<file path="src/rtl/p4_router_config.svh">
/* Echo router build parameters */

`ifndef P4_ROUTER_CONFIG_SVH
`define P4_ROUTER_CONFIG_SVH

// Port groups, 8-bit ports are numbered first
`define P4R_NUM_8B_PORTS  2
`define P4R_NUM_32B_PORTS 2
`define P4R_NUM_PORTS     (`P4R_NUM_8B_PORTS + `P4R_NUM_32B_PORTS)

// Beats held per port buffer
`define P4R_FIFO_DEPTH    4
`define P4R_CNT_WIDTH     16

`endif

</file>
<file path="src/rtl/p4_router_pkg.sv">
/* Echo router types */

`default_nettype none

`include "p4_router_config.svh"

package p4_router_pkg;

    // One full beat of an 8-bit port
    typedef struct packed {
        logic [7:0]  data;
        logic        last;
    } beat_8b_t;

    // One full beat of a 32-bit port
    typedef struct packed {
        logic [31:0] data;
        logic        last;
    } beat_32b_t;

    typedef logic [`P4R_CNT_WIDTH-1:0] pkt_cnt_t;

endpackage

`default_nettype wire

</file>
<file path="src/rtl/axis_phys_if.sv">
/* Physical port stream */

`timescale 1ns/1ps
`default_nettype none

interface axis_phys_if #(
    parameter int DATA_BYTES = 1
);

    logic [DATA_BYTES*8-1:0] tdata;
    logic                    tlast;
    logic                    tvalid;
    logic                    tready;

    // Transfer on tvalid and tready both high
    modport source (
        output tdata, tlast, tvalid,
        input  tready
    );

    modport sink (
        input  tdata, tlast, tvalid,
        output tready
    );

endinterface

`default_nettype wire

</file>
<file path="src/rtl/echo_fifo.sv">
/* Beat FIFO */

`timescale 1ns/1ps
`default_nettype none

module echo_fifo #(
    parameter type beat_t = logic [8:0],
    parameter int  DEPTH  = 4
) (
    input  logic  phys_port_clk_ifc,
    input  logic  rst_n,
    input  logic  wr_en,
    input  beat_t wr_beat,
    input  logic  rd_en,
    output logic  full,
    output logic  empty,
    output beat_t rd_beat
);

    localparam int PTR_W = (DEPTH > 1) ? $clog2(DEPTH) : 1;
    localparam int CNT_W = $clog2(DEPTH + 1);

    beat_t            mem [DEPTH];
    logic [PTR_W-1:0] wr_ptr;
    logic [PTR_W-1:0] rd_ptr;
    logic [CNT_W-1:0] count;
    logic             wr_ok;
    logic             rd_ok;

    function automatic logic [PTR_W-1:0] ptr_next(input logic [PTR_W-1:0] ptr);
        ptr_next = (ptr == PTR_W'(DEPTH - 1)) ? '0 : ptr + 1'b1;
    endfunction

    // A pop frees the slot for a write in the same cycle
    assign rd_ok   = rd_en && !empty;
    assign wr_ok   = wr_en && (!full || rd_ok);
    assign full    = (count == CNT_W'(DEPTH));
    assign empty   = (count == '0);
    assign rd_beat = mem[rd_ptr];

    always_ff @(posedge phys_port_clk_ifc) begin
        if (wr_ok) begin
            mem[wr_ptr] <= wr_beat;
        end
    end

    always_ff @(posedge phys_port_clk_ifc or negedge rst_n) begin
        if (!rst_n) begin
            wr_ptr <= '0;
            rd_ptr <= '0;
            count  <= '0;
        end else begin
            if (wr_ok) wr_ptr <= ptr_next(wr_ptr);
            if (rd_ok) rd_ptr <= ptr_next(rd_ptr);
            case ({wr_ok, rd_ok})
                2'b10:   count <= count + 1'b1;
                2'b01:   count <= count - 1'b1;
                default: count <= count;
            endcase
        end
    end

    ////////////////////////////// Checks

    a_no_overflow: assert property (@(posedge phys_port_clk_ifc) disable iff (!rst_n)
        wr_en && full |-> rd_en) else $error("write to full FIFO");

    a_no_underflow: assert property (@(posedge phys_port_clk_ifc) disable iff (!rst_n)
        rd_en |-> !empty) else $error("read from empty FIFO");

endmodule

`default_nettype wire

</file>
<file path="src/rtl/port_stats.sv">
/* Port packet counters */

`timescale 1ns/1ps
`default_nettype none

module port_stats
    import p4_router_pkg::*;
(
    input  logic     phys_port_clk_ifc,
    input  logic     rst_n,
    input  logic     ing_pkt_done,
    input  logic     drop_pkt_done,
    input  logic     egr_pkt_done,
    input  logic     cnt_clear,
    output pkt_cnt_t ing_pkt_cnt,
    output pkt_cnt_t egr_pkt_cnt,
    output pkt_cnt_t drop_pkt_cnt
);

    // Clear wins over a count in the same cycle
    always_ff @(posedge phys_port_clk_ifc or negedge rst_n) begin
        if (!rst_n) begin
            ing_pkt_cnt  <= '0;
            egr_pkt_cnt  <= '0;
            drop_pkt_cnt <= '0;
        end else if (cnt_clear) begin
            ing_pkt_cnt  <= '0;
            egr_pkt_cnt  <= '0;
            drop_pkt_cnt <= '0;
        end else begin
            if (ing_pkt_done) begin
                ing_pkt_cnt <= ing_pkt_cnt + 1'b1;
            end
            if (egr_pkt_done) begin
                egr_pkt_cnt <= egr_pkt_cnt + 1'b1;
            end
            if (drop_pkt_done) begin
                drop_pkt_cnt <= drop_pkt_cnt + 1'b1;
            end
        end
    end

    // A packet is either kept or dropped, never both
    a_keep_or_drop: assert property (@(posedge phys_port_clk_ifc) disable iff (!rst_n)
        !(ing_pkt_done && drop_pkt_done)) else $error("packet both kept and dropped");

endmodule

`default_nettype wire

</file>
<file path="src/rtl/phys_port_echo.sv">
/* Single port echo path */

`timescale 1ns/1ps
`default_nettype none

`include "p4_router_config.svh"

module phys_port_echo
    import p4_router_pkg::*;
#(
    parameter type beat_t     = beat_8b_t,
    parameter int  DATA_BYTES = 1
) (
    input  logic     phys_port_clk_ifc,
    input  logic     rst_n,
    input  logic     port_enable,
    input  logic     cnt_clear,
    axis_phys_if.sink   ing,
    axis_phys_if.source egr,
    output pkt_cnt_t ing_pkt_cnt,
    output pkt_cnt_t egr_pkt_cnt,
    output pkt_cnt_t drop_pkt_cnt
);

    logic  in_pkt;
    logic  keep_q;
    logic  keep_cur;
    logic  ing_hs;
    logic  wr_en;
    logic  rd_en;
    logic  full;
    logic  empty;
    beat_t wr_beat;
    beat_t rd_beat;

    if ($bits(beat_t) != DATA_BYTES * 8 + 1) begin : g_width_check
        $error("beat_t width does not match DATA_BYTES");
    end

    ////////////////////////////// Enable gate

    // Decision taken on the first beat, held until tlast
    assign keep_cur  = in_pkt ? keep_q : port_enable;
    assign ing.tready = keep_cur ? !full : 1'b1;
    assign ing_hs    = ing.tvalid && ing.tready;
    assign wr_en     = ing_hs && keep_cur;

    always_ff @(posedge phys_port_clk_ifc or negedge rst_n) begin
        if (!rst_n) begin
            in_pkt <= 1'b0;
            keep_q <= 1'b0;
        end else if (ing_hs) begin
            in_pkt <= !ing.tlast;
            keep_q <= keep_cur;
        end
    end

    assign wr_beat.data = ing.tdata;
    assign wr_beat.last = ing.tlast;

    ////////////////////////////// Buffer and egress

    echo_fifo #(
        .beat_t (beat_t),
        .DEPTH  (`P4R_FIFO_DEPTH)
    ) fifo_inst (
        .phys_port_clk_ifc (phys_port_clk_ifc),
        .rst_n             (rst_n),
        .wr_en             (wr_en),
        .wr_beat           (wr_beat),
        .rd_en             (rd_en),
        .full              (full),
        .empty             (empty),
        .rd_beat           (rd_beat)
    );

    assign egr.tvalid = !empty;
    assign egr.tdata  = rd_beat.data;
    assign egr.tlast  = rd_beat.last;
    assign rd_en      = egr.tvalid && egr.tready;

    port_stats stats_inst (
        .phys_port_clk_ifc (phys_port_clk_ifc),
        .rst_n             (rst_n),
        .ing_pkt_done      (wr_en && ing.tlast),
        .drop_pkt_done     (ing_hs && !keep_cur && ing.tlast),
        .egr_pkt_done      (rd_en && rd_beat.last),
        .cnt_clear         (cnt_clear),
        .ing_pkt_cnt       (ing_pkt_cnt),
        .egr_pkt_cnt       (egr_pkt_cnt),
        .drop_pkt_cnt      (drop_pkt_cnt)
    );

endmodule

`default_nettype wire

</file>
<file path="src/rtl/p4_router_echo.sv">
/* Physical port echo router */

`timescale 1ns/1ps
`default_nettype none

`include "p4_router_config.svh"

module p4_router_echo
    import p4_router_pkg::*;
(
    input  logic                          phys_port_clk_ifc,
    input  logic                          rst_n,

    input  logic [7:0]                    ing_8b_tdata  [`P4R_NUM_8B_PORTS],
    input  logic [`P4R_NUM_8B_PORTS-1:0]  ing_8b_tlast,
    input  logic [`P4R_NUM_8B_PORTS-1:0]  ing_8b_tvalid,
    output logic [`P4R_NUM_8B_PORTS-1:0]  ing_8b_tready,
    output logic [7:0]                    egr_8b_tdata  [`P4R_NUM_8B_PORTS],
    output logic [`P4R_NUM_8B_PORTS-1:0]  egr_8b_tlast,
    output logic [`P4R_NUM_8B_PORTS-1:0]  egr_8b_tvalid,
    input  logic [`P4R_NUM_8B_PORTS-1:0]  egr_8b_tready,

    input  logic [31:0]                   ing_32b_tdata [`P4R_NUM_32B_PORTS],
    input  logic [`P4R_NUM_32B_PORTS-1:0] ing_32b_tlast,
    input  logic [`P4R_NUM_32B_PORTS-1:0] ing_32b_tvalid,
    output logic [`P4R_NUM_32B_PORTS-1:0] ing_32b_tready,
    output logic [31:0]                   egr_32b_tdata [`P4R_NUM_32B_PORTS],
    output logic [`P4R_NUM_32B_PORTS-1:0] egr_32b_tlast,
    output logic [`P4R_NUM_32B_PORTS-1:0] egr_32b_tvalid,
    input  logic [`P4R_NUM_32B_PORTS-1:0] egr_32b_tready,

    input  logic [`P4R_NUM_PORTS-1:0]     port_enable,
    input  logic [`P4R_NUM_PORTS-1:0]     cnt_clear,
    output pkt_cnt_t                      ing_pkt_cnt  [`P4R_NUM_PORTS],
    output pkt_cnt_t                      egr_pkt_cnt  [`P4R_NUM_PORTS],
    output pkt_cnt_t                      drop_pkt_cnt [`P4R_NUM_PORTS]
);

    localparam int BYTES_8B  = 1;
    localparam int BYTES_32B = 4;

    ////////////////////////////// 8-bit ports

    for (genvar i = 0; i < `P4R_NUM_8B_PORTS; i++) begin : g_8b
        axis_phys_if #(.DATA_BYTES(BYTES_8B)) ing_if ();
        axis_phys_if #(.DATA_BYTES(BYTES_8B)) egr_if ();

        assign ing_if.tdata     = ing_8b_tdata[i];
        assign ing_if.tlast     = ing_8b_tlast[i];
        assign ing_if.tvalid    = ing_8b_tvalid[i];
        assign ing_8b_tready[i] = ing_if.tready;
        assign egr_8b_tdata[i]  = egr_if.tdata;
        assign egr_8b_tlast[i]  = egr_if.tlast;
        assign egr_8b_tvalid[i] = egr_if.tvalid;
        assign egr_if.tready    = egr_8b_tready[i];

        phys_port_echo #(
            .beat_t     (beat_8b_t),
            .DATA_BYTES (BYTES_8B)
        ) echo_inst (
            .phys_port_clk_ifc (phys_port_clk_ifc),
            .rst_n             (rst_n),
            .port_enable       (port_enable[i]),
            .cnt_clear         (cnt_clear[i]),
            .ing               (ing_if),
            .egr               (egr_if),
            .ing_pkt_cnt       (ing_pkt_cnt[i]),
            .egr_pkt_cnt       (egr_pkt_cnt[i]),
            .drop_pkt_cnt      (drop_pkt_cnt[i])
        );
    end

    ////////////////////////////// 32-bit ports

    // Numbered after all 8-bit ports
    for (genvar i = 0; i < `P4R_NUM_32B_PORTS; i++) begin : g_32b
        localparam int P = `P4R_NUM_8B_PORTS + i;

        axis_phys_if #(.DATA_BYTES(BYTES_32B)) ing_if ();
        axis_phys_if #(.DATA_BYTES(BYTES_32B)) egr_if ();

        assign ing_if.tdata      = ing_32b_tdata[i];
        assign ing_if.tlast      = ing_32b_tlast[i];
        assign ing_if.tvalid     = ing_32b_tvalid[i];
        assign ing_32b_tready[i] = ing_if.tready;
        assign egr_32b_tdata[i]  = egr_if.tdata;
        assign egr_32b_tlast[i]  = egr_if.tlast;
        assign egr_32b_tvalid[i] = egr_if.tvalid;
        assign egr_if.tready     = egr_32b_tready[i];

        phys_port_echo #(
            .beat_t     (beat_32b_t),
            .DATA_BYTES (BYTES_32B)
        ) echo_inst (
            .phys_port_clk_ifc (phys_port_clk_ifc),
            .rst_n             (rst_n),
            .port_enable       (port_enable[P]),
            .cnt_clear         (cnt_clear[P]),
            .ing               (ing_if),
            .egr               (egr_if),
            .ing_pkt_cnt       (ing_pkt_cnt[P]),
            .egr_pkt_cnt       (egr_pkt_cnt[P]),
            .drop_pkt_cnt      (drop_pkt_cnt[P])
        );
    end

endmodule

`default_nettype wire

</file>
<file path="config.mk">
export PLATFORM = sky130hd
export DESIGN_NAME = p4_router_echo
export DESIGN_NICKNAME = d
export VERILOG_FILES = /design/src/rtl/p4_router_pkg.sv /design/src/rtl/axis_phys_if.sv /design/src/rtl/echo_fifo.sv /design/src/rtl/port_stats.sv /design/src/rtl/phys_port_echo.sv /design/src/rtl/p4_router_echo.sv
export VERILOG_INCLUDE_DIRS = /design/src /design/src/rtl
export SDC_FILE = /design/constraint.sdc
export NUM_CORES = 1
export LEC_CHECK = 0
export ABC_AREA = 1
export BUFFER_PORTS_ARGS = -buffer_cell sky130_fd_sc_hd__clkbuf_2
export CAP_MARGIN = 40
export CORE_ASPECT_RATIO = 2
export CORE_MARGIN = 8
export CORE_UTILIZATION = 55
export DETAILED_ROUTE_END_ITERATION = 6
export GPL_TIMING_DRIVEN = 0
export HOLD_SLACK_MARGIN = 0.06
export PLACE_DENSITY_LB_ADDON = 0.1
export RECOVER_POWER = 100
export SYNTH_ARGS = -nofsm -noshare
export SYNTH_HDL_FRONTEND = slang
export SYNTH_HIERARCHICAL = 1
export SYNTH_SLANG_ARGS = --single-unit
export TNS_END_PERCENT = 50
</file>
<file path="constraint.sdc">
create_clock -name phys_port_clk_ifc -period 4.2 [get_ports phys_port_clk_ifc]
set_clock_uncertainty 0.1 [all_clocks]
set_input_delay 0.63 -clock phys_port_clk_ifc [delete_from_list [all_inputs] [get_ports phys_port_clk_ifc]]
set_output_delay 0.63 -clock phys_port_clk_ifc [all_outputs]
set_load 0.005 [all_outputs]
</file>
==> flow_metrics.env <==
export IMPL_fin_crit_ps=3400
export IMPL_place_area_um2=29100
export IMPL_die_h_um=324
export IMPL_wl_met3_um=5680
export IMPL_synth_cell_types=45
export IMPL_r2r_start="g_32b[1].echo_inst/fifo_inst/count[0]"
export IMPL_min_path_cells=1
export IMPL_vias=19800
export IMPL_io_buffer_count=381
export IMPL_cts_path_max_buffers=3
export IMPL_ioPinCount=386
export IMPL_dr_pass1_iters=6
export IMPL_antenna_left=0
export IMPL_synthCells=2658
export IMPL_vias_per_cell=5.24
export IMPL_power_density_nw_per_um2=540
export IMPL_peakVddDrop_v=0.000459
export IMPL_hp_start="ing_32b_tdata[44]"
export IMPL_route_met2_wl_um=29700
export IMPL_relSlewSlack_pct=-47.2
export IMPL_ys_seq_elements=564
export IMPL_cts_tree="done"
export IMPL_syn_area_per_cell_um2=9.81
export IMPL_placedCellCount=3685
export IMPL_cts_made_buffers=49
export IMPL_p_switching_uw=5490
export IMPL_syn_cell_area_um2=26100
export IMPL_drive_gt1_share_pct=8.77
export IMPL_hold_viol_final=0
export IMPL_synth_nets=2797
export IMPL_tightest_slew_ps=2210
export IMPL_nets=3244
export IMPL_setup_tns_ps=0
export IMPL_grt_pass1_vias=19100
export IMPL_drv_slew=128
export IMPL_cts_resized_gates=0
export IMPL_critPathLaunch="g_32b[0].echo_inst/fifo_inst/rd_ptr[0]"
export IMPL_cts_htree_levels=2
export IMPL_cpMostUsedCell="clkbuf_1"
export IMPL_initial_core_util_pct=55.2
export IMPL_worst_hold_path_type="input pin to register"
export IMPL_multi_input_area_um2=8010
export IMPL_design_area_um2=29600
export IMPL_r2r_end="g_32b[1].echo_inst/fifo_inst/mem[0][20]"
export IMPL_drt_iter0_drc=1405
export IMPL_worstSetupPathType="register to output port"
export IMPL_topRoutingLayerUsed="met5"
export IMPL_grt_pass1_wl_um=101000
export IMPL_rsz0062_at_grt="no"
export IMPL_final_cell_mix="nand2_1 (529), nor2_1 (476), clkbuf_1 (339), edfxtp_1 (336), inv_1 (319)"
export IMPL_synth_warnings=6
export IMPL_die_w_um=170
export IMPL_seq_area_um2=15800
export IMPL_core_area_um2=47200
export IMPL_antenna_found_initial=5
export IMPL_grt_max_degree=88
export IMPL_violations="max-capacitance violations, max-slew violations"
export IMPL_gp_congestion=0.851
export IMPL_dp_hpwl_um=46300
export IMPL_insertion_delay_ps=580
export IMPL_rows=113
export IMPL_cp_num_cells=7
export IMPL_status="finished with violations"
export IMPL_fillCellCount=4194
export IMPL_crit_chain="clkbuf_1 -> clkbuf_1 -> clkbuf_1 -> nand2_1 -> o211ai_1 -> nand2_1 -> clkbuf_2"
export IMPL_cp_num_buf_inv=4
export IMPL_drc=0
export IMPL_fmax_ghz=0.294
export IMPL_area_growth_pct=13.4
export IMPL_switching_share_pct=34.4
export IMPL_clk_pin_slew_ps=70
export IMPL_final_period_utilization_pct=81.0
export IMPL_cts_sinks=564
export IMPL_wire_per_inst_um=17.2
export IMPL_yosysSeqAreaShare_pct=60.6
export IMPL_holdWs_ps=202
export IMPL_hold_end="g_32b[0].echo_inst/fifo_inst/mem[2][13]"
export IMPL_crit_family="buffers and inverters"
export IMPL_cpPeakStageDelay_ps=530
export IMPL_drt_total_wl_um=64900
export IMPL_power_frac_comb_pct=29.5
export IMPL_cts_setup_buffers=0
export IMPL_met1_length_um=27900
export IMPL_cp_max_fo=10
export IMPL_critPathSlowestCell="clkbuf_1"
export IMPL_cp_end_kind="output port"
export IMPL_power_frac_seq_pct=43.1
export IMPL_crit_required_ps=3470
export IMPL_intPower_uw=10500
export IMPL_setup_viol_count_final=0
export IMPL_crit_arrival_ps=2670
export IMPL_final_common_cell="nand2_1"
export IMPL_cp_start_kind="register"
export IMPL_final_cells=3783
export IMPL_rr_worst_depth=9
export IMPL_overflow=0
export IMPL_clkPwrFrac_pct=27.4
export IMPL_rrSetupSlack_ps=840
export IMPL_p_leak_uw=0.0123
export IMPL_maxCapViolCount=4
export IMPL_grtUsageTotal_pct=23.1
export IMPL_cts_root_buf="clkbuf_16"
export IMPL_die_area_um2=55100
## cells in the mapped netlist (all sizes together)
library cell	number	area [µm²]
nand3b	4	30.0
inv	320	1200
nand4	15	93.8
o211ai	33	378
o21ai	199	1030
ha	33	413
fa	4	80.1
nor3	45	265
a211oi	4	30.0
nand3	93	556
edfxtp	336	10100
and3	4	25.0
nor2	487	2170
nand2	553	2260
o21bai	4	30.0
dfrtp	228	5710
buf	62	413
a31oi	4	25.0
or2	9	56.3
o21a	4	30.0
a21oi	128	656
xnor2	5	43.8
clkbuf	18	67.6
xor2	3	26.3
nor3b	4	30.0
o22ai	55	344
and2	4	35.0
## routing by layer
| metal | global-route usage (%) | vias to the layer above |
|---|---|---|
| li1 | - | 9669 |
| met1 | 30.5 | 9442 |
| met2 | 36.6 | 606 |
| met3 | 6.53 | 94 |
| met4 | 7.38 | 2 |
| met5 | 0 | - |
## cell families after synthesis
| logic type | after synthesis | synth area share [%] |
|---|---|---|
| AO/OA/AOI/OAI | 431 | 9.67 |
| XOR/XNOR | 8 | 0.269 |
| adder cells (fa/ha/maj) | 37 | 1.89 |
| buffers and inverters | 400 | 6.45 |
| flip-flops | 564 | 60.6 |
| AND/OR/NAND/NOR | 1218 | 21.2 |
## worst max-delay path by stage
stage                                                        end  slack (ps)
global placement    g_32b[1].echo_inst/stats_inst/ing_pkt_cnt[9]       -2630
detailed placement  g_8b[0].echo_inst/stats_inst/egr_pkt_cnt[15]        1400
CTS                                             egr_32b_tlast[1]        1130
global route                                   egr_32b_tdata[59]         540
floorplan                 g_32b[1].echo_inst/fifo_inst/mem[0][0]        1080
finish                                         egr_32b_tdata[58]         800
## registers in the layout (all words and copies together) (netlist names)
register                                 cells
g_32b.echo_inst/fifo_inst/mem              264
g_8b.echo_inst/fifo_inst/mem                72
g_32b.echo_inst/stats_inst/drop_pkt_cnt     32
g_32b.echo_inst/stats_inst/egr_pkt_cnt      32
g_32b.echo_inst/stats_inst/ing_pkt_cnt      32
g_8b.echo_inst/stats_inst/drop_pkt_cnt      32
g_8b.echo_inst/stats_inst/egr_pkt_cnt       32
g_8b.echo_inst/stats_inst/ing_pkt_cnt       32
g_32b.echo_inst/fifo_inst/count              6
g_8b.echo_inst/fifo_inst/count               6
g_32b.echo_inst/fifo_inst/rd_ptr             4
g_32b.echo_inst/fifo_inst/wr_ptr             4
g_8b.echo_inst/fifo_inst/rd_ptr              4
g_8b.echo_inst/fifo_inst/wr_ptr              4
g_32b.echo_inst/in_pkt                       2
g_32b.echo_inst/keep_q                       2
g_8b.echo_inst/in_pkt                        2
g_8b.echo_inst/keep_q                        2
## cell type report
type,instances,share of cell area [%]
clock buffers,59,4.49
inverters,320,4.06
well taps,632,2.67
repair buffers,396,5.97
multi-input cells,1694,27.1
flip-flops and latches,564,53.4
clock inverters,33,0.711
diodes,5,0.0423
plain buffers,80,1.52
## power by group through the flow
stage / clock network (µW) / registers, µW / logic (µW)
after floorplan: 0 / 6940 / 3030
after global placement: 0 / 7010 / 4860
after detailed placement: 0 / 7000 / 5130
after CTS: 4500 / 6890 / 5150
after global routing: 4670 / 6930 / 5290
final: 4370 / 6870 / 4710
## per-stage QoR
stage	utilization [%]	power [µW]	setup slack [ps]
4_1_cts	65.0	16500	1130
2_1_floorplan	-	9970	1080
5_1_grt	62.6	16900	543
3_3_place_gp	60.9	11900	-2630
3_5_place_dp	61.7	12100	1400
6_report	62.6	16000	799
## timing repair
item                       CTS  global route
setup endpoints to repair    0             0
hold endpoints to repair    81             0
hold buffers                 1             0
No activity file was read; power rests on OpenSTA's default activity.
